===== config.mk =====
export PLATFORM = sky130hd
export DESIGN_NAME = instr_mem
export DESIGN_NICKNAME = d
export VERILOG_FILES = /design/src/source/riscv_pkg.sv /design/src/source/instr_mem.sv
export SDC_FILE = /design/constraint.sdc
export NUM_CORES = 2
export LEC_CHECK = 0
export BUFFER_PORTS_ARGS = -buffer_cell sky130_fd_sc_hd__buf_4
export CAP_MARGIN = 10
export CORE_MARGIN = 3
export CORE_UTILIZATION = 25
export CTS_BUF_LIST = sky130_fd_sc_hd__clkbuf_8
export DETAILED_ROUTE_END_ITERATION = 12
export PLACE_DENSITY = 0.43
export SYNTH_ARGS = -nofsm -noshare
export SYNTH_HDL_FRONTEND = slang
export SYNTH_SLANG_ARGS = --single-unit

===== constraint.sdc =====
create_clock -name clk -period 4.7 [get_ports clk]
set_clock_uncertainty 0.2 [all_clocks]
set_input_delay 0.94 -clock clk [delete_from_list [all_inputs] [get_ports clk]]
set_output_delay 0.94 -clock clk [all_outputs]
set_load 0.1 [all_outputs]

===== src/source/riscv_pkg.sv =====
package riscv_pkg;

  localparam int XLEN = 32;

  typedef logic [XLEN-1:0] word_t;
  typedef logic [4:0] reg_idx_t;

  // major opcodes used by this core
  localparam logic [6:0] OPC_OP_IMM = 7'b0010011;
  localparam logic [6:0] OPC_OP     = 7'b0110011;
  localparam logic [6:0] OPC_LUI    = 7'b0110111;
  localparam logic [6:0] OPC_AUIPC  = 7'b0010111;
  localparam logic [6:0] OPC_SYSTEM = 7'b1110011;

  // funct3 encodings shared by OP and OP-IMM
  localparam logic [2:0] F3_ADD  = 3'b000;
  localparam logic [2:0] F3_SLL  = 3'b001;
  localparam logic [2:0] F3_SLT  = 3'b010;
  localparam logic [2:0] F3_SLTU = 3'b011;
  localparam logic [2:0] F3_XOR  = 3'b100;
  localparam logic [2:0] F3_SR   = 3'b101;
  localparam logic [2:0] F3_OR   = 3'b110;
  localparam logic [2:0] F3_AND  = 3'b111;

  // selects sub and the arithmetic shifts
  localparam logic [6:0] FUNCT7_ALT = 7'b0100000;

  typedef enum logic [3:0] {
    ALU_ADD,
    ALU_SUB,
    ALU_SLL,
    ALU_SLT,
    ALU_SLTU,
    ALU_XOR,
    ALU_SRL,
    ALU_SRA,
    ALU_OR,
    ALU_AND,
    ALU_PASS_B
  } alu_op_e;

  typedef struct packed {
    logic  valid;
    word_t pc;
    word_t insn;
  } decode_t;

  typedef struct packed {
    logic     valid;
    word_t    pc;
    word_t    insn;
    alu_op_e  alu_op;
    reg_idx_t rd;
    logic     rd_we;
    reg_idx_t rs1;
    reg_idx_t rs2;
    word_t    rs1_data;
    word_t    rs2_data;
    word_t    imm;
    logic     a_is_pc;
    logic     b_is_imm;
    logic     is_ecall;
  } exec_t;

  // also the retire trace seen at the top level
  typedef struct packed {
    logic     valid;
    word_t    pc;
    word_t    insn;
    logic     rd_we;
    reg_idx_t rd;
    word_t    rd_data;
    logic     is_ecall;
  } wb_t;

endpackage


===== src/source/instr_mem.sv =====
module instr_mem #(
  parameter int IMEM_WORDS = 64
) (
  input  logic                          clk,
  input  logic                          load_en,
  input  logic [$clog2(IMEM_WORDS)-1:0] load_addr,
  input  riscv_pkg::word_t              load_insn,
  input  riscv_pkg::word_t              fetch_pc,
  output riscv_pkg::word_t              fetch_insn
);
  import riscv_pkg::*;

  localparam int AW = $clog2(IMEM_WORDS);

  word_t mem [IMEM_WORDS];

  // load port used while the core is idle
  always_ff @(posedge clk) begin
    if (load_en) begin
      mem[load_addr] <= load_insn;
    end
  end

  // byte address to word index
  assign fetch_insn = mem[fetch_pc[AW+1:2]];

endmodule


* Yosys cells after proc, flatten, opt, wreduce, memory -nomap -nowiden
Memory sizes are Yosys's and may differ from the RTL's.
Index checks and enable logic that the tools add are counted.
** Word-level totals
- Bits in registers :: 0
- RAM bits :: 2048
- Input port bits :: 72
- Output and inout bits :: 32
- Logic and storage cells :: 3
- Memories :: 1
** Memories
- mem :: words 64, bits a word 32, rd ports 1, clocked after memory_dff 0, wr ports 1, line instr_mem.sv:15 : word_t mem [IMEM_WORDS];
** Operators by class
- Mux-type cells :: 2
** Operators with widths (count)
- $mux 1 :: 2

* Longest topological paths before layout
- Depth after elaboration :: 2
- Mapped depth :: 10
- Mapped depth without buffers :: 5

* Least setup slack after synthesis
Ideal clock, no wire load.
- Path type :: in2out
- From :: in fetch_pc[2]
- To :: out fetch_insn[17]
- Arrival :: 4.282 ns
- Data required time :: 3.560 ns
- Slack :: -0.722 ns
- Stages :: 10
- Buffers on the path :: 5
- Path through :: buf_4 buf_6 buf_4 buf_4 buf_4 mux2i_1 a22oi_1 a41o_1 o32ai_1 nor3_1
** On the way
- Longest elaborated chain between the ends :: 1
** RTL lines
- from (decl) :: line instr_mem.sv:8 : input riscv_pkg::word_t fetch_pc,
- $mem_v2 64x32
- to (decl) :: line instr_mem.sv:9 : output riscv_pkg::word_t fetch_insn
Every way passes these cells.

* Final worst setup path
- From :: in fetch_pc[2]
- To :: out fetch_insn[0]
The elaborated chain is that of the path after synthesis.

==> impl_metrics.env <==
export IMPL_max_freq_mhz=217
export IMPL_cp_depth=9
export IMPL_min_path_cells=1
export IMPL_grt_usage=0.142
export IMPL_fin_nets=3937
export IMPL_antenna_found_initial=24
export IMPL_clockBufferDepth=4
export IMPL_cpMostUsedCell="buf_12"
export IMPL_cp_slowest_cell="mux4_2"
export IMPL_synth_area_leader_cell="edfxtp_1"
export IMPL_cts_made_buffers=371
export IMPL_tns_ns=0
export IMPL_finalWirelength_um=229000
export IMPL_grt_max_degree=65
export IMPL_slew_violations=0
export IMPL_portBuffers=77
export IMPL_die_area_sq_um=318000
export IMPL_timing_worst_setup_path_type="in -> out"
export IMPL_leakagePower_nw=29.1
export IMPL_initial_utilization=0.252
export IMPL_rsz0062_at_grt="false"
export IMPL_final_area_sq_um=93000
export IMPL_synth_distinct_cells=33
export IMPL_hp_class="in -> reg"
export IMPL_slowest_delay_ns=0.54
export IMPL_drtIter0Drc=3047
export IMPL_postPlaceCellArea_sq_um=86400
export IMPL_drtPass1Iterations=7
export IMPL_cp_max_fo=16
export IMPL_vias=37700
export IMPL_outcome="complete, no violations"
export IMPL_postCtsSetupRepairBufs=0
export IMPL_viasPerCell=4.56
export IMPL_tightest_slew_ns=1.00
export IMPL_drive_above_1_share=0.346
export IMPL_cp_data_arrival_time_ns=3.46
export IMPL_critPathLaunchType="input pin"
export IMPL_syn_cell_area_sq_um=77900
export IMPL_core_area_sq_um=309000
export IMPL_routedWlPerCell_um=27.7
export IMPL_path_cells="buf_8 -> buf_12 -> buf_12 -> buf_12 -> mux4_2 -> mux4_2 -> o22ai_1 -> nor2_1 -> buf_4"
export IMPL_finalCritPeriodShare=0.979
export IMPL_cts_root_buf="clkbuf_8"
export IMPL_rows=204
export IMPL_first_global_vias=40000
export IMPL_path_clk_slew_ns=0.06
export IMPL_syn_inst=3292
export IMPL_ys_warn_count=0
export IMPL_grt_pass1_wl_um=319000
export IMPL_relSlewSlack=0.330
export IMPL_drc_errors=0
export IMPL_hpwl_um=134000
export IMPL_power_density_nw_per_um2=406
export IMPL_area_growth_pct=19.4
export IMPL_ys_seq_elements=2048
export IMPL_min_period_ns=4.60
export IMPL_place_congestion=0.726
export IMPL_hold_viol_final=0
export IMPL_setup_viol=0
export IMPL_top_regs="mem x2048"
export IMPL_critPathBufInv=5
export IMPL_cts_tree="yes"
export IMPL_die_h_um=564
export IMPL_die_x_um=564
export IMPL_fillers=30100
export IMPL_synth_area_leaders="edfxtp_1 (79%), mux4_2 (16%), mux2i_1 (1.2%)"
export IMPL_syn_avg_cell_area_sq_um=23.7
export IMPL_ant_nets=0
export IMPL_overflow=0
export IMPL_h_tree_depth=5
export IMPL_clock_sinks=2048
export IMPL_drv_cap=0
export IMPL_crit_required_ns=3.56
export IMPL_cts_hold_buf=0
export IMPL_vdd_drop_max_mv=0.274
export IMPL_io_pins=104
export IMPL_yosysSeqAreaShare=0.790
export IMPL_largest_reg_flops=2048
export IMPL_yosys_area_top_type_share=0.790
export IMPL_regMostFlops="mem"
export IMPL_cp_end_kind="primary output"
export IMPL_crit_family="buffers and inverters"
export IMPL_synth_nets=3364
## cell usage in the layout (no fill, tap or decap), drive strengths merged
master and count:
bufinv 7, o22ai 84, a22oi 12, clkbuf 380
nor3 7, nand4 2, nand4b 1, and3 4
mux4 544, and2 2, a31oi 1, or2 3
o221ai 27, nand2 26, o32ai 4, nand2b 8
diode 10, a311oi 8, edfxtp 2048, nand3b 5
clkinv 120, a21oi 62, nand3 5, or3b 5
nor2 137, mux2i 93, inv 130, buf 381
or3 3, clkinvlp 5, nor2b 15, a41o 4
## path summary, 6_finish.rpt
path           from       endpoint  slack, ns
max     fetch_pc[2]  fetch_insn[0]       0.10
min   load_insn[31]    mem[19][31]       0.22
## repair_timing
item,CTS,global route
endpoints found under the setup margin,4,4
resized for setup,4,8
pin swaps,0,0
cloned,0,1
## per-layer routing
layer / track usage / part of all wire / up-vias / routed length, um
met5: 0 / 0.00025 / - / 57
met4: 0.0352 / 0.021 / 12 / 4720
met3: 0.0272 / 0.050 / 379 / 11600
met2: 0.232 / 0.48 / 1010 / 111000
met1: 0.195 / 0.44 / 20900 / 102000
li1: - / - / 15400 / -
## area by class of cell
type | instances | area (sq um) | share of cell area
diodes | 10 | 25.0 | 0.000269
clock buffers | 379 | 5220 | 0.0561
clock inverters | 262 | 1230 | 0.0133
multi-input cells | 1062 | 16000 | 0.172
flip-flops and latches | 2048 | 61500 | 0.662
well taps | 4120 | 5150 | 0.0554
repair buffers | 382 | 3810 | 0.0410
## cells in the mapped netlist (all sizes together)
cell type  number
mux4          544
clkbuf         74
o22ai          84
nand2          26
or2             3
nor2b          15
o32ai           4
a21oi          62
nand4           2
or3b            5
nand3b          5
a41o            4
edfxtp       2048
a22oi          12
or3             3
nand4b          1
and3            4
buf           108
nand3           5
a311oi          8
a31oi           1
and2            2
nor2          137
mux2i          93
o221ai         27
nor3            7
nand2b          8
## power by group
group	switching [mW]	internal (mW)
Clock	7.23	7.80
Combinational	1.56	0.871
Sequential	0.0243	20.2
Total	8.81	28.9
## logic make-up (layout without fill, tap and decap cells)
family,after synthesis,after routing,share of synthesized area
mux,637,637,0.169
compound gates,202,202,0.0169
flops,2048,2048,0.790
other cells,0,10,0
simple gates,223,223,0.0128
buf+inv,182,1023,0.0114
## metrics by stage
step / std cells / hold slack, ns / power, mW / worst slack [ns] / utilization
4_1_cts: 8252 / 0.113 / 38.3 / 0.00286 / 0.300
3_5_place_dp: 7611 / 1.31 / 23.1 / -0.0246 / 0.279
3_3_place_gp: 7611 / 1.30 / 23.1 / -0.0552 / 0.279
5_1_grt: 8260 / 0.161 / 39.2 / 0.00649 / 0.300
6_report: 8263 / 0.223 / 37.7 / 0.101 / 0.301
2_1_floorplan: 3292 / 0.839 / 21.9 / 0.000395 / -
Note: power is estimated with default switching activity, not from simulation.
