$ cat config.mk
export PLATFORM = sky130hd
export DESIGN_NAME = fetch_unit
export DESIGN_NICKNAME = d
export VERILOG_FILES = /design/src/source/riscv_pkg.sv /design/src/source/fetch_unit.sv
export SDC_FILE = /design/constraint.sdc
export NUM_CORES = 1
export LEC_CHECK = 0
export BUFFER_PORTS_ARGS = -buffer_cell sky130_fd_sc_hd__buf_2
export CAP_MARGIN = 20
export CORE_MARGIN = 2
export CORE_UTILIZATION = 45
export CTS_CLUSTER_DIAMETER = 80
export DETAILED_ROUTE_END_ITERATION = 10
export GPL_TIMING_DRIVEN = 0
export PLACE_DENSITY = 0.85
export SKIP_LAST_GASP = 1
export SLEW_MARGIN = 40
export SYNTH_ARGS = -nofsm -noshare
export SYNTH_HDL_FRONTEND = slang
export SYNTH_SLANG_ARGS = --single-unit
$ cat constraint.sdc
create_clock -name clk -period 2.3 [get_ports clk]
set_input_delay 0.115 -clock clk [delete_from_list [all_inputs] [get_ports clk]]
set_output_delay 0.115 -clock clk [all_outputs]
set_load 0.01 [all_outputs]
$ cat src/source/riscv_pkg.sv
package riscv_pkg;

  localparam int XLEN = 32;

  typedef logic [XLEN-1:0] word_t;
  typedef logic [4:0] reg_idx_t;

  // major opcodes used by this core
  localparam logic [6:0] OPC_OP_IMM = 7'b0010011;
  localparam logic [6:0] OPC_OP     = 7'b0110011;
  localparam logic [6:0] OPC_LUI    = 7'b0110111;
  localparam logic [6:0] OPC_AUIPC  = 7'b0010111;
  localparam logic [6:0] OPC_SYSTEM = 7'b1110011;

  // funct3 encodings shared by OP and OP-IMM
  localparam logic [2:0] F3_ADD  = 3'b000;
  localparam logic [2:0] F3_SLL  = 3'b001;
  localparam logic [2:0] F3_SLT  = 3'b010;
  localparam logic [2:0] F3_SLTU = 3'b011;
  localparam logic [2:0] F3_XOR  = 3'b100;
  localparam logic [2:0] F3_SR   = 3'b101;
  localparam logic [2:0] F3_OR   = 3'b110;
  localparam logic [2:0] F3_AND  = 3'b111;

  // selects sub and the arithmetic shifts
  localparam logic [6:0] FUNCT7_ALT = 7'b0100000;

  typedef enum logic [3:0] {
    ALU_ADD,
    ALU_SUB,
    ALU_SLL,
    ALU_SLT,
    ALU_SLTU,
    ALU_XOR,
    ALU_SRL,
    ALU_SRA,
    ALU_OR,
    ALU_AND,
    ALU_PASS_B
  } alu_op_e;

  typedef struct packed {
    logic  valid;
    word_t pc;
    word_t insn;
  } decode_t;

  typedef struct packed {
    logic     valid;
    word_t    pc;
    word_t    insn;
    alu_op_e  alu_op;
    reg_idx_t rd;
    logic     rd_we;
    reg_idx_t rs1;
    reg_idx_t rs2;
    word_t    rs1_data;
    word_t    rs2_data;
    word_t    imm;
    logic     a_is_pc;
    logic     b_is_imm;
    logic     is_ecall;
  } exec_t;

  // also the retire trace seen at the top level
  typedef struct packed {
    logic     valid;
    word_t    pc;
    word_t    insn;
    logic     rd_we;
    reg_idx_t rd;
    word_t    rd_data;
    logic     is_ecall;
  } wb_t;

endpackage

$ cat src/source/fetch_unit.sv
module fetch_unit (
  input  logic               clk,
  input  logic               rst,
  input  logic               run,
  input  logic               stop_fetch,
  input  riscv_pkg::word_t   fetch_insn,
  output riscv_pkg::word_t   fetch_pc,
  output riscv_pkg::decode_t dec
);
  import riscv_pkg::*;

  logic stopped;
  logic advance;

  // ecall in decode blocks this edge already
  assign advance = run && !stopped && !stop_fetch;

  always_ff @(posedge clk) begin
    if (rst) begin
      fetch_pc <= '0;
      stopped  <= 1'b0;
    end else begin
      stopped <= stopped | stop_fetch;
      if (advance) begin
        fetch_pc <= fetch_pc + word_t'(4);
      end
    end
  end

  // decode register gets a bubble when not advancing
  always_ff @(posedge clk) begin
    dec.pc   <= fetch_pc;
    dec.insn <= fetch_insn;
    if (rst) begin
      dec.valid <= 1'b0;
    end else begin
      dec.valid <= advance;
    end
  end

endmodule

# Yosys cells after proc, flatten, opt, wreduce, memory -nomap -nowiden
# Index checks and enable logic that the tools add are counted.
[word_totals] reg_bits=98 in_bits=36 out_inout_bits=97
[classes] add_sub_neg=1 n_bitwise=1 reduce_logical=4
[ops] operator="adder 32 x 3 -> 32 bit (second input constant)" n=1
[ops] operator="logical AND 1 bit" n=2
[ops] operator="logical NOT 1 bit" n=2
[ops] operator="bitwise OR 1 bit" n=1

# Logic depth before layout (Yosys ltp)
[logic_depth] ltp_word=3 depth_mapped=5

# Worst setup path before layout
# Ideal clock, no wire load.
[synth_timing] path_type="register to register" start="reg fetch_pc[4]" end="reg fetch_pc[30]" setup_time_ns=0.121 t_arrival_ns=1.583 slack_ns=0.597 path_stages_with_launch=6 n_path_buf=1 cell_sequence="dfxtp_1 and4_4 nand4_2 buf_2 nor3_1 mux2_2"
[synth_via] elab_chain_cells=1
[synth_lines] item="from (decl)" line="fetch_unit.sv:7" text="output riscv_pkg::word_t fetch_pc,"
[synth_lines] item="from (signal assigned)" line="fetch_unit.sv:25" text="fetch_pc <= fetch_pc + word_t'(4);"
[synth_lines] item="adder 32 x 3 -> 32 bit" line="fetch_unit.sv:25"
# Every way passes these cells.
# A chain may end at the register's enable or synchronous reset.

# Worst setup path in the final report
[layout_timing] start="in stop_fetch" end="reg fetch_pc[30]"
[layout_via] elab_chain_cells=2
[layout_lines] item="from (decl)" line="fetch_unit.sv:5" text="input logic stop_fetch,"
[layout_lines] item="logical NOT 1 bit" line="fetch_unit.sv:16" text="assign advance = run && !stopped && !stop_fetch;"
[layout_lines] item="logical AND 1 bit" line="fetch_unit.sv:16"
# Every way passes these cells.

==> impl_results.md <==
* Overall Global Routing Usage at 20.5%
* Sequential share of power at 56.8%
* Logic pwr share at 5.4%
* Clk_lat worst skew at 0.35 ns
* Syn_area_per_cell at 11.7 um2
* Worst Hold Class: input pin to flop
* Worst path required time at 2.54 ns
* Count of cell types in the netlist at 33
* DRT iter0 DRCs at 120
* # setup viols final at 0
* Maximum vdd ir drop at 0.427 mV
* Largest net degree at the start of global routing at 17
* CTS max path bufs at 2
* Number of global-route vias before repair at 2312
* H-Tree Level Count at 3
* CTS Buf Count at 9
* PortBufs at 127
* Clock Tree Root: clkbuf_8
* Cell area after layout at 0.00408 mm2
* Period minus WS final at 1.97 ns
* Clock sink count at 94
* Clk network pwr share at 37.8%
* Worst clock skew at 0.0108 ns
* #FFs+latches synth at 94
* Die area at 0.00686 mm2
* I/O pin cnt at 133
* R2r startpoint: fetch_pc[4]$_SDFFE_PP0P_
* F_max at 507 MHz
* Row cnt at 28
* Startpoint types: input pin
* Initial antenna violation count at 0
* First-pass GRT wire length at 11300 um
* DRT Pass-1 Iters at 4
* Routed WL at 7030 um
* Critical Path Fanout Max at 10
* Via count at 2358
* Die Wd at 82.9 um
* Area grow syn2layout at 45.7%
* Fin crit share at 85.8%
* Power per Cell Area at 723 mW/mm2
* Clock transition at the registers of the reported paths at 0.09 ns
* Leak at 0.00189 uW
* Synthesized area at 0.00280 mm2
* Residual DRC at 0
* Net Sw Frac at 22.0%
* WL/cell at 14.3 um
* DRT antenna net count at 0
* Max_cap viols at 0
* Min-delay src: rst
* NetSw at 648 uW
* Final Max Slew Viols at 0
* Mapped Cells at 239
* Yosys Warn Count at 0
* RSZ-0062 raised after global routing: no
* Int Power at 2300 uW
* Post-CTS setup repair buffer count at 0
* Dpl hpwl at 4480 um
* Core box area at 0.00596 mm2
* Die height at 82.9 um
* Post-DP Area at 0.00354 mm2
* DR vias/cell at 4.78
* Status: finished clean
* Final nets at 450
* CP endpoint kind: flop
* Sequential area share after synthesis at 67.3%
* Worst Hold Margin at 0.225 ns
* Antenna cells at 0
* Final Hold Vio Count at 0
* Global placer's final weighted congestion at 0.727
* CP startpoint: stop_fetch
* CTS tree: yes
* Non-filler cells, final at 493
* CP arrival at 2.21 ns
* Setup total negative slack at 0 ns
* DP Cell Count at 444
* CTS resizes at 0
* Grt total ovfl at 0
* Layout cells sized above 1 at 38.8%
* Starting Density at 47.0%
* Setup Crit Path Kind: input pin to flop
[sequential cells by signal, indices dropped and copies added (netlist names)]
signal,count
fetch_pc,30
stopped,1
dec,63
[cells in the final DEF, fill, tap and decap left out, types with 5 or more instances in the layout]
cell type	instances
buf_2	131
dfxtp_1	94
dlygate4sd3_1	33
nor2_1	17
a21oi_1	17
o31ai_1	14
or4_1	14
clkbuf_8	10
nand2_1	8
nand3_1	8
clkbuf_1	6
xor2_1	6
inv_1	5
nand4_1	5
[synthesized netlist by cell type (all sizes together)]
library cell,instances,share of area [%]
mux2i,1,0.36
nor2b,3,0.67
xnor2,2,0.63
nor2,17,2.3
clkbuf,5,0.67
nand3,9,1.8
nor3b,1,0.45
nor4,1,0.22
and4,4,1.4
o31ai,14,3.8
conb,1,0.13
ha,1,0.45
or3,3,0.67
dfxtp,94,67
a21oi,17,3.0
inv,5,0.67
mux2,4,1.6
and3,4,0.89
buf,9,1.9
nand2,8,1.1
xor2,6,1.9
nor3,2,0.36
nand4,8,2.8
or4,14,3.8
and2,3,0.72
o21ai,3,0.54
[area by class of cell]
type	count	area (um2)
fillers	473	1880
flip-flops and latches	94	1880
plain buffers	14	72.6
repair buffers	160	966
clock inverters	5	66.3
well taps	75	93.8
multi-input cells	129	836
clock buffers	11	141
inverters	5	18.8
[metrics by stage]
step	power (uW)	utilization (%)	setup slack, ns
final	2950	68.4	0.327
after global routing	3040	68.4	0.252
after CTS	2970	68.4	0.362
after detailed placement	1820	59.4	0.386
after global placement	1820	59.4	0.428
after floorplan	1760	-	0.597
[what timing repair did]
action | CTS | global route
endpoints found under the setup margin | 0 | 0
hold endpoints to repair | 33 | 0
hold buffers | 33 | 0
[logic make-up (layout without fill, tap and decap cells)]
logic type | count (synthesis) | count (layout) | synth area share [%]
flip-flops | 94 | 94 | 67.3
AND/OR/NAND/NOR | 77 | 77 | 17.1
AO/OA/AOI/OAI | 34 | 34 | 7.33
buffers and inverters | 19 | 195 | 3.26
XOR/XNOR | 8 | 8 | 2.50
multiplexers | 5 | 5 | 1.97
adder cells (fa/ha/maj) | 1 | 1 | 0.447
other | 1 | 4 | 0.134
[layer usage]
| metal | track usage, % | share of wire [%] |
|---|---|---|
| met2 | 35.2 | 52 |
| met1 | 24.0 | 40 |
| met3 | 5.86 | 6.6 |
| met5 | 0 | 0 |
| met4 | 8.20 | 0.93 |
[worst max-delay path, cell delays in order]
cell           delay, ns
dlygate4sd3_1       0.54
buf_2               0.13
nor3b_2             0.28
nand4_2             0.29
buf_2               0.28
nor3_1              0.23
mux2_2              0.35
[path summary, 6_finish.rpt]
kind                          endpoint  slack [ns]  cells after the start
min          fetch_pc[17]$_SDFFE_PP0P_        0.23                      3
max          fetch_pc[30]$_SDFFE_PP0P_        0.33                      7
min reg2reg            dec[62]$_DFF_P_        0.39                      0
max reg2reg  fetch_pc[30]$_SDFFE_PP0P_        0.36                      5
[power by group through the flow]
stage	Clock (uW)	Combinational (uW)	Sequential [uW]
3_5_place_dp	0	112	1710
6_report	1110	159	1670
3_3_place_gp	0	109	1710
5_1_grt	1190	173	1680
4_1_cts	1140	156	1670
2_1_floorplan	0	26.9	1730
No activity file was read; power rests on OpenSTA's default activity.
