$ cat config.mk
export PLATFORM = sky130hd
export DESIGN_NAME = reg_file
export DESIGN_NICKNAME = d
export VERILOG_FILES = /design/src/source/riscv_pkg.sv /design/src/source/reg_file.sv
export SDC_FILE = /design/constraint.sdc
export NUM_CORES = 2
export LEC_CHECK = 0
export BUFFER_PORTS_ARGS = -buffer_cell sky130_fd_sc_hd__buf_2
export CORE_MARGIN = 1
export CORE_UTILIZATION = 55
export CTS_BUF_LIST = sky130_fd_sc_hd__clkbuf_16
export DETAILED_ROUTE_END_ITERATION = 10
export PLACE_DENSITY = 0.75
export SLEW_MARGIN = 20
export SYNTH_ARGS = -nofsm -noshare
export SYNTH_HDL_FRONTEND = slang
export SYNTH_SLANG_ARGS = --single-unit
$ cat constraint.sdc
create_clock -name clk -period 2.35 [get_ports clk]
set_clock_uncertainty 0.05 [all_clocks]
set_input_delay 0.3525 -clock clk [delete_from_list [all_inputs] [get_ports clk]]
set_output_delay 0.3525 -clock clk [all_outputs]
set_load 0.1 [all_outputs]
$ cat src/source/riscv_pkg.sv
package riscv_pkg;

  localparam int XLEN = 32;

  typedef logic [XLEN-1:0] word_t;
  typedef logic [4:0] reg_idx_t;

  // major opcodes used by this core
  localparam logic [6:0] OPC_OP_IMM = 7'b0010011;
  localparam logic [6:0] OPC_OP     = 7'b0110011;
  localparam logic [6:0] OPC_LUI    = 7'b0110111;
  localparam logic [6:0] OPC_AUIPC  = 7'b0010111;
  localparam logic [6:0] OPC_SYSTEM = 7'b1110011;

  // funct3 encodings shared by OP and OP-IMM
  localparam logic [2:0] F3_ADD  = 3'b000;
  localparam logic [2:0] F3_SLL  = 3'b001;
  localparam logic [2:0] F3_SLT  = 3'b010;
  localparam logic [2:0] F3_SLTU = 3'b011;
  localparam logic [2:0] F3_XOR  = 3'b100;
  localparam logic [2:0] F3_SR   = 3'b101;
  localparam logic [2:0] F3_OR   = 3'b110;
  localparam logic [2:0] F3_AND  = 3'b111;

  // selects sub and the arithmetic shifts
  localparam logic [6:0] FUNCT7_ALT = 7'b0100000;

  typedef enum logic [3:0] {
    ALU_ADD,
    ALU_SUB,
    ALU_SLL,
    ALU_SLT,
    ALU_SLTU,
    ALU_XOR,
    ALU_SRL,
    ALU_SRA,
    ALU_OR,
    ALU_AND,
    ALU_PASS_B
  } alu_op_e;

  typedef struct packed {
    logic  valid;
    word_t pc;
    word_t insn;
  } decode_t;

  typedef struct packed {
    logic     valid;
    word_t    pc;
    word_t    insn;
    alu_op_e  alu_op;
    reg_idx_t rd;
    logic     rd_we;
    reg_idx_t rs1;
    reg_idx_t rs2;
    word_t    rs1_data;
    word_t    rs2_data;
    word_t    imm;
    logic     a_is_pc;
    logic     b_is_imm;
    logic     is_ecall;
  } exec_t;

  // also the retire trace seen at the top level
  typedef struct packed {
    logic     valid;
    word_t    pc;
    word_t    insn;
    logic     rd_we;
    reg_idx_t rd;
    word_t    rd_data;
    logic     is_ecall;
  } wb_t;

endpackage

$ cat src/source/reg_file.sv
module reg_file (
  input  logic                clk,
  input  logic                rst,
  input  riscv_pkg::reg_idx_t rs1,
  input  riscv_pkg::reg_idx_t rs2,
  input  riscv_pkg::wb_t      wr,
  output riscv_pkg::word_t    rs1_data,
  output riscv_pkg::word_t    rs2_data
);
  import riscv_pkg::*;

  // x0 has no storage
  word_t regs [1:31];
  logic  we;

  assign we = wr.valid && wr.rd_we && (wr.rd != 5'd0);

  always_ff @(posedge clk) begin
    if (rst) begin
      for (int i = 1; i < 32; i++) begin
        regs[i] <= '0;
      end
    end else if (we) begin
      regs[wr.rd] <= wr.rd_data;
    end
  end

  // same-cycle write is visible on the read ports
  always_comb begin
    rs1_data = '0;
    rs2_data = '0;
    if (rs1 != 5'd0) begin
      rs1_data = (we && wr.rd == rs1) ? wr.rd_data : regs[rs1];
    end
    if (rs2 != 5'd0) begin
      rs2_data = (we && wr.rd == rs2) ? wr.rd_data : regs[rs2];
    end
  end

endmodule

; ---- Yosys cells after proc, flatten, opt, wreduce, memory -nomap -nowiden
; Memory sizes are Yosys's and may differ from the RTL's.
; Index checks and enable logic that the tools add are counted.
[classes]
eq_ne = 2
mux = 12
reduce_logical = 8
[op_table]
columns = operator, count
row1 = 32-bit two-way mux, 5
row2 = 32-bit OR reduction, 1
row3 = 5-bit nonzero test, 3
row4 = 5-bit == test, 2
row5 = 1-bit two-way mux, 6
row6 = 5-bit two-way mux, 1
row7 = 1-bit logical AND, 4
[totals]
ff_bits = 0
ram_bits = 992
word_cells = 23
mem_count = 1
[memory_table]
columns = name, words, width, read_ports, rd_ports_with_merged_regs, wr, line
row1 = regs, 31, 32, 2, 0, 31, reg_file.sv:13  ; word_t regs [1:31];

; ---- Longest topological paths before layout
[depth]
ltp_word = 7
depth_mapped = 10
ltp_nobuf = 5

; ---- Worst setup path after synthesis
; OpenSTA, ideal clock, no wires.
[synth_timing]
kind = in2out
from = in wr[36] in the netlist's numbering
to = out rs2_data[13]
t_arrival_ns = 5.030
required_ns = 1.947
slack_ns = -3.083
stages = 7
path_cell_list = buf_4 > or3_4 > buf_6 > o311a_4 > nand2_2 > nand2_1 > o311ai_0
[synth_between]
elab_chain_len = 5
[synth_rtl]
columns = item, line
row1 = "start, declared", reg_file.sv:6  ; input riscv_pkg::wb_t wr,
row2 = 5-bit nonzero test, reg_file.sv:16  ; assign we = wr.valid && wr.rd_we && (wr.rd != 5'd0);
row3 = 1-bit logical AND, reg_file.sv:16
row4 = 1-bit logical AND (*), reg_file.sv:36  ; rs2_data = (we && wr.rd == rs2) ? wr.rd_data : regs[rs2];
row5 = 32-bit two-way mux (*), reg_file.sv:36
row6 = 32-bit two-way mux (*), reg_file.sv:35  ; if (rs2 != 5'd0) begin
row7 = "end, declared", reg_file.sv:8  ; output riscv_pkg::word_t rs2_data
; Every way passes the cells marked *; elsewhere a longest branch is shown, timed or not.

==> metrics.yaml <==
period_share_pct: 136
yosysWarnings: 0
top_register: "regs"
cp.required_ns: 1.95
max-cap-violations: 0
busiest_layer: "met2"
rows: 116
cts.path.max_buffers: 3
instances_no_fill: 6023
io_pins: 180
leakagePower_nw: 26.3
end_kind: "output port"
powerDensity_nw_per_um2: 680
grt_use_met2_pct: 62.5
antenna_found_initial: 20
grt_use_met1_pct: 53.4
grt_use_met3_pct: 15.5
path_clk_slew_ns: 0.06
failed_checks: "negative setup slack"
outcome: "finished with violations"
setup.worst_path.start_class: "register"
post-place-ws_ns: -0.718
crit_fanout: 2
cp_num_buf_inv: 2
drive_gt1_share_pct: 36.3
cts_buffers: 107
htree_levels: 3
largest_reg_flops: 1024
relSlewSlack_pct: 34.0
critical-path-top-delay-family: "compound AO/OA/AOI/OAI gates"
cpPeakStageDelay_ns: 0.47
core_um2: 100000
synth.distinct_cells: 64
netlist_area_um2: 55800
syn_avg_cell_area_um2: 13.9
hold_violations: 0
grt_overflow: 0
track_usage_pct: 43.0
worst_ir_drop_vdd_v: 0.000587
setup_violations: 64
wl_um: 224000
ys_ff_latch: 1024
initialDrtViolationCount: 7794
synth_edf_count: 1024
worst_slew_pin_slew_ns: 0.982
dp.cells: 5719
synth_ff_type: "edfxtp_1"
worst-setup-path-type: "register to output port"
finalWeightedCongestion: 0.975
hold_class: "input pin to register"
ant_nets: 0
drcViolationCount: 0
grt_pass1_vias: 42446
grt_pass1_wl_um: 308000
whs_ns: 0.0384
ys_seq_area_share_pct: 55.1
grt_max_degree: 35
top_regs: "regs (1024)"
clock_sinks: 1024
num_vias: 43666
postSynthCellCount: 4007
first_pass_iters: 8
clockRootBuffer: "clkbuf_16"
cp_slowest_cell: "mux4_2"
worstPathCellList: "mux4_2 > nor2b_4 > a2111oi_4 > buf_4 > a21oi_2 > a32o_4 > buf_12"
die_w_um: 321
rsz0062_at_grt: "yes"
max_freq_ghz: 0.312
wl_per_cell_um: 37.2
period_needed_ns: 3.20
fin_ws_ns: -0.854
port_buffers: 114
slew_viol_final: 0
arrival_ns: 2.80
dieArea_um2: 103000
die_y_um: 321
async_flop_share_pct: 0
hpwl_um: 141000
vias_per_cell: 7.25
nets: 4667
start_util_pct: 55.6
syn_to_final_growth_pct: 27.8
cts_tree: "yes"
[final timing paths]
check | start | to | slack, ns | cells past startpoint
max | regs[9][1]$_SDFFCE_PN0P_ | rs1_data[1] | -0.85 | 7
min | wr[14] | regs[0][13]$_DFFE_PP_ | 0.04 | 1
[metal layers]
layer | vias up | wire length, um
met1 | 21243 | 70400
met2 | 4590 | 95100
met4 | 8 | 20200
met3 | 1267 | 38000
met5 | - | 242
li1 | 16558 | -
[synthesized netlist by cell type (4+ instances only)]
cell	n	area [um2]
edfxtp_1	1024	30700
and2_1	964	6030
mux2i_1	434	4340
mux4_2	304	6850
clkbuf_1	287	1080
o22ai_1	123	769
nor2_1	81	304
buf_2	73	365
nor3_1	68	340
a21oi_1	52	260
a221oi_1	47	412
o21ai_0	43	215
nor2b_1	38	238
o221ai_1	38	333
a2111oi_0	35	307
or2_2	34	213
a22oi_1	32	240
a32o_1	32	320
o21bai_1	31	233
buf_6	28	315
mux2_2	26	293
buf_4	24	180
nand2_1	14	52.6
o22a_1	14	123
a221o_1	12	120
a31oi_1	12	75.1
buf_1	10	37.5
nand3b_1	10	75.1
nand4_1	10	62.6
nand3_1	9	45.0
o211ai_1	9	67.6
nor3b_1	7	52.6
a22o_1	6	52.6
nand2b_1	6	37.5
xnor2_1	6	52.6
o21a_1	5	37.5
o32ai_1	5	43.8
or3b_2	5	43.8
o221a_2	4	45.0
xor2_1	4	35.0
[cells by family (layout without fill, tap and decap cells)]
logic type | after synthesis | in the layout | synth area share, %
multiplexers | 764 | 764 | 20.6
buffers and inverters | 429 | 1031 | 3.64
flip-flops | 1024 | 1024 | 55.1
AND/OR/NAND/NOR | 1261 | 1261 | 13.6
XOR/XNOR | 10 | 10 | 0.157
AO/OA/AOI/OAI | 518 | 518 | 6.86
other | 1 | 58 | 0.00672
[metrics by stage]
| stage | util [%] | TNS [ns] | total power (W) | cell area (um2) |
|---|---|---|---|---|
| global route | 71.0 | -39.78 | 0.0492 | 71200 |
| detailed placement | 65.2 | -39.39 | 0.0306 | 65400 |
| floorplan | - | -17.05 | 0.0269 | 57500 |
| CTS | 70.2 | -37.41 | 0.0478 | 70400 |
| global placement | 65.2 | -37.96 | 0.0304 | 65400 |
| finish | 71.1 | -38.32 | 0.0485 | 71300 |
[placed cells by master (no fill, tap or decap), types with 44 or more instances in the layout]
master        n
clkbuf_16   111
nor3_1       64
mux4_2      304
buf_4       503
edfxtp_1   1024
and2_1      964
nor2_1       44
mux2i_1     417
buf_12      233
o22ai_1      94
[power breakdown]
group          switching [W]  leakage, nW  internal (W)
sequential          0.000564         9.74        0.0211
clock                0.00757         1.77       0.00980
combinational        0.00554         14.8       0.00398
[repair_timing]
action | 4_1_cts | 5_1_grt
setup endpoints to repair | 64 | 64
hold endpoints to repair | 4 | 0
pin swaps | 108 | 68
resized for setup | 201 | 118
gates cloned | 5 | 2
buffers inserted | 46 | 40
hold buffers | 4 | 0
[final cells by class]
type / count / area [um2]
Sequential cell: 1024 / 30700
Fill cell: 6204 / 29000
Multi-Input combinational cell: 2585 / 25900
Timing Repair Buffer: 828 / 9410
Clock buffer: 109 / 2730
Tap cell: 1357 / 1700
Clock inverter: 89 / 764
Antenna cell: 26 / 65.1
Inverter: 5 / 18.8
Power figures use the tool's default switching activity.
