==> config.mk <==
export PLATFORM = sky130hd
export DESIGN_NAME = decode_unit
export DESIGN_NICKNAME = d
export VERILOG_FILES = /design/src/source/riscv_pkg.sv /design/src/source/decode_unit.sv
export SDC_FILE = /design/constraint.sdc
export NUM_CORES = 1
export LEC_CHECK = 0
export BUFFER_PORTS_ARGS = -buffer_cell sky130_fd_sc_hd__buf_2
export CAP_MARGIN = 20
export CORE_AREA = 5 5 124 126
export CTS_BUF_LIST = sky130_fd_sc_hd__clkbuf_16
export DETAILED_ROUTE_END_ITERATION = 7
export DIE_AREA = 0 0 129 131
export GPL_TIMING_DRIVEN = 0
export PLACE_DENSITY = 0.63
export SYNTH_ARGS = -nofsm -noshare
export SYNTH_HDL_FRONTEND = slang
export SYNTH_SLANG_ARGS = --single-unit
==> constraint.sdc <==
create_clock -name clk -period 2.6 [get_ports clk]
set_input_delay 0.52 -clock clk [delete_from_list [all_inputs] [get_ports clk]]
set_output_delay 0.52 -clock clk [all_outputs]
set_load 0.02 [all_outputs]
==> src/source/riscv_pkg.sv <==
package riscv_pkg;

  localparam int XLEN = 32;

  typedef logic [XLEN-1:0] word_t;
  typedef logic [4:0] reg_idx_t;

  // major opcodes used by this core
  localparam logic [6:0] OPC_OP_IMM = 7'b0010011;
  localparam logic [6:0] OPC_OP     = 7'b0110011;
  localparam logic [6:0] OPC_LUI    = 7'b0110111;
  localparam logic [6:0] OPC_AUIPC  = 7'b0010111;
  localparam logic [6:0] OPC_SYSTEM = 7'b1110011;

  // funct3 encodings shared by OP and OP-IMM
  localparam logic [2:0] F3_ADD  = 3'b000;
  localparam logic [2:0] F3_SLL  = 3'b001;
  localparam logic [2:0] F3_SLT  = 3'b010;
  localparam logic [2:0] F3_SLTU = 3'b011;
  localparam logic [2:0] F3_XOR  = 3'b100;
  localparam logic [2:0] F3_SR   = 3'b101;
  localparam logic [2:0] F3_OR   = 3'b110;
  localparam logic [2:0] F3_AND  = 3'b111;

  // selects sub and the arithmetic shifts
  localparam logic [6:0] FUNCT7_ALT = 7'b0100000;

  typedef enum logic [3:0] {
    ALU_ADD,
    ALU_SUB,
    ALU_SLL,
    ALU_SLT,
    ALU_SLTU,
    ALU_XOR,
    ALU_SRL,
    ALU_SRA,
    ALU_OR,
    ALU_AND,
    ALU_PASS_B
  } alu_op_e;

  typedef struct packed {
    logic  valid;
    word_t pc;
    word_t insn;
  } decode_t;

  typedef struct packed {
    logic     valid;
    word_t    pc;
    word_t    insn;
    alu_op_e  alu_op;
    reg_idx_t rd;
    logic     rd_we;
    reg_idx_t rs1;
    reg_idx_t rs2;
    word_t    rs1_data;
    word_t    rs2_data;
    word_t    imm;
    logic     a_is_pc;
    logic     b_is_imm;
    logic     is_ecall;
  } exec_t;

  // also the retire trace seen at the top level
  typedef struct packed {
    logic     valid;
    word_t    pc;
    word_t    insn;
    logic     rd_we;
    reg_idx_t rd;
    word_t    rd_data;
    logic     is_ecall;
  } wb_t;

endpackage

==> src/source/decode_unit.sv <==
module decode_unit (
  input  logic                clk,
  input  logic                rst,
  input  riscv_pkg::decode_t  dec,
  input  riscv_pkg::word_t    rs1_data,
  input  riscv_pkg::word_t    rs2_data,
  output riscv_pkg::reg_idx_t rs1,
  output riscv_pkg::reg_idx_t rs2,
  output logic                stop_fetch,
  output riscv_pkg::exec_t    exe
);
  import riscv_pkg::*;

  logic [6:0] opcode;
  logic [2:0] funct3;
  logic [6:0] funct7;
  reg_idx_t   rd;
  word_t      imm_i;
  word_t      imm_sh;
  word_t      imm_u;
  alu_op_e    alu_op;
  word_t      imm;
  logic       a_is_pc;
  logic       b_is_imm;
  logic       writes;
  logic       is_ecall;
  logic       alt;

  assign opcode = dec.insn[6:0];
  assign rd     = dec.insn[11:7];
  assign funct3 = dec.insn[14:12];
  assign rs1    = dec.insn[19:15];
  assign rs2    = dec.insn[24:20];
  assign funct7 = dec.insn[31:25];
  assign alt    = (funct7 == FUNCT7_ALT);

  assign imm_i  = {{20{dec.insn[31]}}, dec.insn[31:20]};
  assign imm_sh = {27'd0, dec.insn[24:20]};
  assign imm_u  = {dec.insn[31:12], 12'd0};

  always_comb begin
    alu_op   = ALU_ADD;
    imm      = imm_i;
    a_is_pc  = 1'b0;
    b_is_imm = 1'b0;
    writes   = 1'b0;
    is_ecall = 1'b0;
    case (opcode)
      OPC_OP_IMM: begin
        b_is_imm = 1'b1;
        writes   = 1'b1;
        case (funct3)
          F3_ADD:  alu_op = ALU_ADD;
          F3_SLT:  alu_op = ALU_SLT;
          F3_SLTU: alu_op = ALU_SLTU;
          F3_XOR:  alu_op = ALU_XOR;
          F3_OR:   alu_op = ALU_OR;
          F3_AND:  alu_op = ALU_AND;
          F3_SLL: begin
            alu_op = ALU_SLL;
            imm    = imm_sh;
            writes = (funct7 == 7'd0);
          end
          F3_SR: begin
            alu_op = alt ? ALU_SRA : ALU_SRL;
            imm    = imm_sh;
            writes = (funct7 == 7'd0) || alt;
          end
          default: writes = 1'b0;
        endcase
      end
      OPC_OP: begin
        // alt funct7 is only legal on add/sub and the right shifts
        writes = (funct7 == 7'd0) || (alt && (funct3 == F3_ADD || funct3 == F3_SR));
        case (funct3)
          F3_ADD:  alu_op = alt ? ALU_SUB : ALU_ADD;
          F3_SLL:  alu_op = ALU_SLL;
          F3_SLT:  alu_op = ALU_SLT;
          F3_SLTU: alu_op = ALU_SLTU;
          F3_XOR:  alu_op = ALU_XOR;
          F3_SR:   alu_op = alt ? ALU_SRA : ALU_SRL;
          F3_OR:   alu_op = ALU_OR;
          default: alu_op = ALU_AND;
        endcase
      end
      OPC_LUI: begin
        alu_op   = ALU_PASS_B;
        imm      = imm_u;
        b_is_imm = 1'b1;
        writes   = 1'b1;
      end
      OPC_AUIPC: begin
        imm      = imm_u;
        a_is_pc  = 1'b1;
        b_is_imm = 1'b1;
        writes   = 1'b1;
      end
      OPC_SYSTEM: is_ecall = (dec.insn[31:7] == 25'd0);
      default: writes = 1'b0;
    endcase
  end

  assign stop_fetch = dec.valid && is_ecall;

  // execute register takes reg values from the write-through file
  always_ff @(posedge clk) begin
    exe.pc       <= dec.pc;
    exe.insn     <= dec.insn;
    exe.alu_op   <= alu_op;
    exe.rd       <= rd;
    exe.rs1      <= rs1;
    exe.rs2      <= rs2;
    exe.rs1_data <= rs1_data;
    exe.rs2_data <= rs2_data;
    exe.imm      <= imm;
    exe.a_is_pc  <= a_is_pc;
    exe.b_is_imm <= b_is_imm;
    if (rst) begin
      exe.valid    <= 1'b0;
      exe.rd_we    <= 1'b0;
      exe.is_ecall <= 1'b0;
    end else begin
      exe.valid    <= dec.valid;
      exe.rd_we    <= dec.valid && writes && (rd != 5'd0);
      exe.is_ecall <= dec.valid && is_ecall;
    end
  end

endmodule

== Yosys cells after proc, flatten, opt, wreduce, memory -nomap -nowiden ==
Index checks and enable logic that the tools add are counted.
Storage, ports and cells
  flip-flop bits (word level): 184
Cells by class
  equal/unequal tests: 13
  mux-type cells: 12
  reductions and logical operators: 14
Operators by type and width (count)
  $pmux 32 s2: 1
  $mux 32: 1
  $pmux 4 s8: 1
  $pmux 4 s7: 1
  $logic_not 25->1: 1
  $eq 7x6->1 const B: 3
  $eq 7x5->1 const B: 2
  $eq 3x3->1 const B: 4
  $pmux 4 s3: 1
  $eq 7x7->1 const B: 1
  $logic_not 7->1: 1
  $eq 3x2->1 const B: 2
  $mux 1: 5
  $reduce_bool 5->1: 1
  $logic_and 1x1->1: 4
  $reduce_or 2->1: 2
  $eq 3x1->1 const B: 1
  $logic_not 3->1: 1
  $logic_or 1x1->1: 3
  $pmux 1 s3: 1
  $reduce_or 3->1: 1
  $pmux 1 s2: 1

== Depth between registers and ports, before layout ==
  depth after elaboration: 7
  mapped depth: 6

== Worst setup path before layout ==
No wires, ideal clock.
  path type: input port to output port
  start point: in dec[25] (netlist bit)
  end point: out stop_fetch
  data arrival time: 1.754 ns
  data required time: 2.080 ns
  slack: 0.326 ns
  stages on the path: 4
  buffers on the path: 0
  cells stage by stage: or4_4 > nor2_1 > nand2_1 > nor3_1
Between the ends
  cells in the longest elaborated chain, start to end: 3
RTL lines
  start: declaration: line decode_unit.sv:4  | input riscv_pkg::decode_t dec,
  $logic_not 25->1: line decode_unit.sv:98  | OPC_SYSTEM: is_ecall = (dec.insn[31:7] == 25'd0);
  $mux 1: line decode_unit.sv:48  | case (opcode)
  $logic_and 1x1->1: line decode_unit.sv:103  | assign stop_fetch = dec.valid && is_ecall;
  end: declaration: line decode_unit.sv:9  | output logic stop_fetch,
Every way passes these cells.

== Final worst setup path ==
  start point: in dec[20] (netlist bit)
  end point: out stop_fetch
The elaborated chain is that of the path after synthesis.

==> metrics.log <==
INFO  metric result_of_the_run = complete, no violations
INFO  metric drt-pass1-iter-count = 4
INFO  metric via_count_of_the_first_global_routing_pass = around 3500
INFO  metric crit_chain = buf_2 > nor4_1 > nand4_1 > nor3_1 > buf_2
INFO  metric min_period_over_period = ~92%
INFO  metric cts_tree = done
INFO  metric min_delay_path_depth = 1
INFO  metric finalHoldViolations = 0
INFO  metric syn_to_final_growth = 58.5%
INFO  metric cts.htree.levels = 4
INFO  metric syn_nets = approximately 420
INFO  metric avg_vias_per_cell = slightly above 4
INFO  metric final_period_minus_worst_setup_slack = approximately 2400 ps
INFO  metric postLayoutCellArea = roughly 0.0066 mm^2
INFO  metric aggregate_global_routing_overflow = 0
INFO  metric drc = 0
INFO  metric detail-route-antenna-nets = 0
INFO  metric cp_num_cells = 5
INFO  metric grt_util_all_layers = 14.8%
INFO  metric cts_sinks = ~170
INFO  metric ys_warn_count = 0
INFO  metric routed-via-count = approximately 3400
INFO  metric postSynthRegisterBits = ~170
INFO  metric start_util = approximately 29%
INFO  metric diodes = 0
INFO  metric p_leak = approximately 3.4 nW
INFO  metric synth.cell_area = around 0.0042 mm^2
INFO  metric clock_buffer_count_from_cts = 17
INFO  metric yosys.area.top_type = sky130_fd_sc_hd__dfxtp_1
INFO  metric netlist_top_cells_area = sky130_fd_sc_hd__dfxtp_1 (81%), sky130_fd_sc_hd__buf_4 (4.5%), sky130_fd_sc_hd__a21o_1 (3.2%)
INFO  metric ctsRootBufferMaster = sky130_fd_sc_hd__clkbuf_16
INFO  metric grt_first_pass_wirelength = about 19000 um
INFO  metric netlist_instances = ~290
INFO  metric syn_avg_cell_area = about 15 um^2
INFO  metric max_clock_freq = roughly 0.42 GHz
INFO  metric crit_path_end_kind = output pin
INFO  metric drv_cap = 0
INFO  metric path_common_cell = sky130_fd_sc_hd__buf_2
INFO  metric synth.distinct_cells = 37
INFO  metric crit_fanout = 5
INFO  metric maximum_buffer_depth_of_the_clock_tree = 2
INFO  metric worstPathBufferInverterCount = 2
INFO  metric critical_path_max_stage_delay = approximately 600 ps
INFO  metric finalCoreUtilization = a little under half
INFO  metric gp_congestion = about 0.75
INFO  metric hold_slack = ~190 ps
INFO  metric arrival = roughly 1900 ps
INFO  metric timing.final.setup_violations = 0
INFO  metric grt_max_degree = 18
INFO  metric final_net_count = between 700 and 800
INFO  metric boundaryPins = ~330
INFO  metric layout_top_registers = exe: 169 flops
INFO  metric placed_area = around 0.0060 mm^2
INFO  metric critPathTopFamily = simple AND/OR/NAND/NOR gates
INFO  metric clock_slew_at_reported_path_ffs = 70 ps
INFO  metric initialDrtViolationCount = 87
INFO  metric drt-total-wl = 13300 um
INFO  metric type_of_the_most_critical_hold_path = in2reg
INFO  metric core = around 0.014 mm^2
INFO  metric dieArea = 0.0169 mm^2
INFO  metric routed_wire_length_per_instance = roughly 16 um
INFO  metric fraction_of_final_layout_cells_sized_beyond_drive_strength_1 = roughly three fifths
INFO  metric max-slew-margin-rel = 55.8%
INFO  metric hold_buffers = 0
INFO  metric floorplan.die.height = between 100 and 150 um
INFO  metric synthDominantCellAreaShare = 81.1%
INFO  metric timing_worst_setup_path_type = in2out
INFO  metric io_buffers = between 300 and 400
INFO  metric worst_ep_required_time = ~2100 ps
INFO  metric finalSetupTns = 0 ps
INFO  metric yosysSeqAreaShare = between 80% and 90%
INFO  metric rsz0062_at_grt = false
INFO  metric power_density = 875 mW/mm^2
INFO  metric top_register = exe
INFO  metric std_cell_rows = 44
INFO  metric largest_register_ff_count = 169
INFO  metric startpoint_type = primary input
INFO  metric width_of_the_die = between 100 and 150 um
INFO  metric post_cts_buffers = 0
INFO  metric number_of_antenna_violations_at_the_first_check_in_global_routing = 0
INFO  metric vdd_drop_max = between 0.3 and 0.4 mV
INFO  metric tightestPinTransition = ~660 ps
INFO  metric number_of_pins_exceeding_their_max_slew_limit_in_the_final_report = 0
INFO  metric place.detailed.hpwl = 10900 um
INFO  metric cts_resized = 0
INFO  metric timing.critical_path.slowest_stage_cell = sky130_fd_sc_hd__nor4_1
==> stage by stage <==
step | total power [mW] | cells | setup WS [ps]
after floorplan | 3.10 | 285 | 326
after global routing | 6.02 | 826 | 77.9
after global placement | 3.39 | 794 | 162
after detailed placement | 3.40 | 794 | 168
after CTS | 5.86 | 826 | 167
final | 5.78 | 826 | 205
==> cells in the final DEF (no fill, tap or decap), types with 2 or more instances in the layout <==
cell type                    count
sky130_fd_sc_hd__nand2b_1        3
sky130_fd_sc_hd__o311a_1         3
sky130_fd_sc_hd__a21o_1         18
sky130_fd_sc_hd__and2_1         11
sky130_fd_sc_hd__o31a_1          2
sky130_fd_sc_hd__inv_8           3
sky130_fd_sc_hd__clkbuf_1        2
sky130_fd_sc_hd__nand3b_1        3
sky130_fd_sc_hd__nand2_1         7
sky130_fd_sc_hd__buf_4          25
sky130_fd_sc_hd__nor2_1          6
sky130_fd_sc_hd__inv_6           4
sky130_fd_sc_hd__clkinvlp_4      3
sky130_fd_sc_hd__clkinv_2        2
sky130_fd_sc_hd__nand3_1         2
sky130_fd_sc_hd__nor3_1          4
sky130_fd_sc_hd__o21ai_0         3
sky130_fd_sc_hd__buf_2         326
sky130_fd_sc_hd__dfxtp_1       169
sky130_fd_sc_hd__clkbuf_16      17
sky130_fd_sc_hd__nor4_1          2
sky130_fd_sc_hd__a21oi_1         3
sky130_fd_sc_hd__or4_1           2
==> report_power, final <==
group	total, mW	internal, mW	switching [mW]
registers	2.76	2.73	0.0352
clock network	2.45	1.35	1.10
logic	0.571	0.224	0.346
total	5.78	4.30	1.48
==> cells in the mapped netlist (all sizes together) <==
cell	number
or2	1
nand2b	3
a21o	19
and2b	1
and4b	1
a31oi	1
nand3	2
o21a	1
nand2	7
nor2	6
and2	12
o31a	2
a21oi	3
nor3	4
clkbuf	4
o21ai	3
or3b	2
nor4	2
nor2b	1
nand3b	3
buf	28
or4	3
nand4	1
or3	1
nand4bb	1
dfxtp	169
o311a	3
nor4bb	1
==> final timing paths <==
kind | from | endpoint | slack, ps
max | dec[20] | stop_fetch | 200
min | rs2_data[5] | exe[40] | 190
==> cell families (layout without fill, tap and decap cells) <==
group	after synthesis	in the layout	synth area share, %
AO/OA/AOI/OAI	32	32	5.64
buffers and inverters	32	389	5.61
flip-flops	169	169	81.1
AND/OR/NAND/NOR	52	52	7.62
==> cell type report <==
class / instances / area (um^2)
Fill cell: 1338 / 7590
Clock buffer: 17 / 425
Sequential cell: 169 / 3380
Clock inverter: 15 / 156
Multi-Input combinational cell: 84 / 553
Tap cell: 184 / 230
Timing Repair Buffer: 325 / 1630
Buffer: 32 / 234
==> routing by layer <==
layer	part of all wire, %	wire length (um)	global-route usage [%]
met4	1.2	165	5.56
met1	34	4590	15.5
met3	12	1550	6.71
met2	53	7030	26.0
met5	0	0	0
Power figures use the tool's default switching activity.
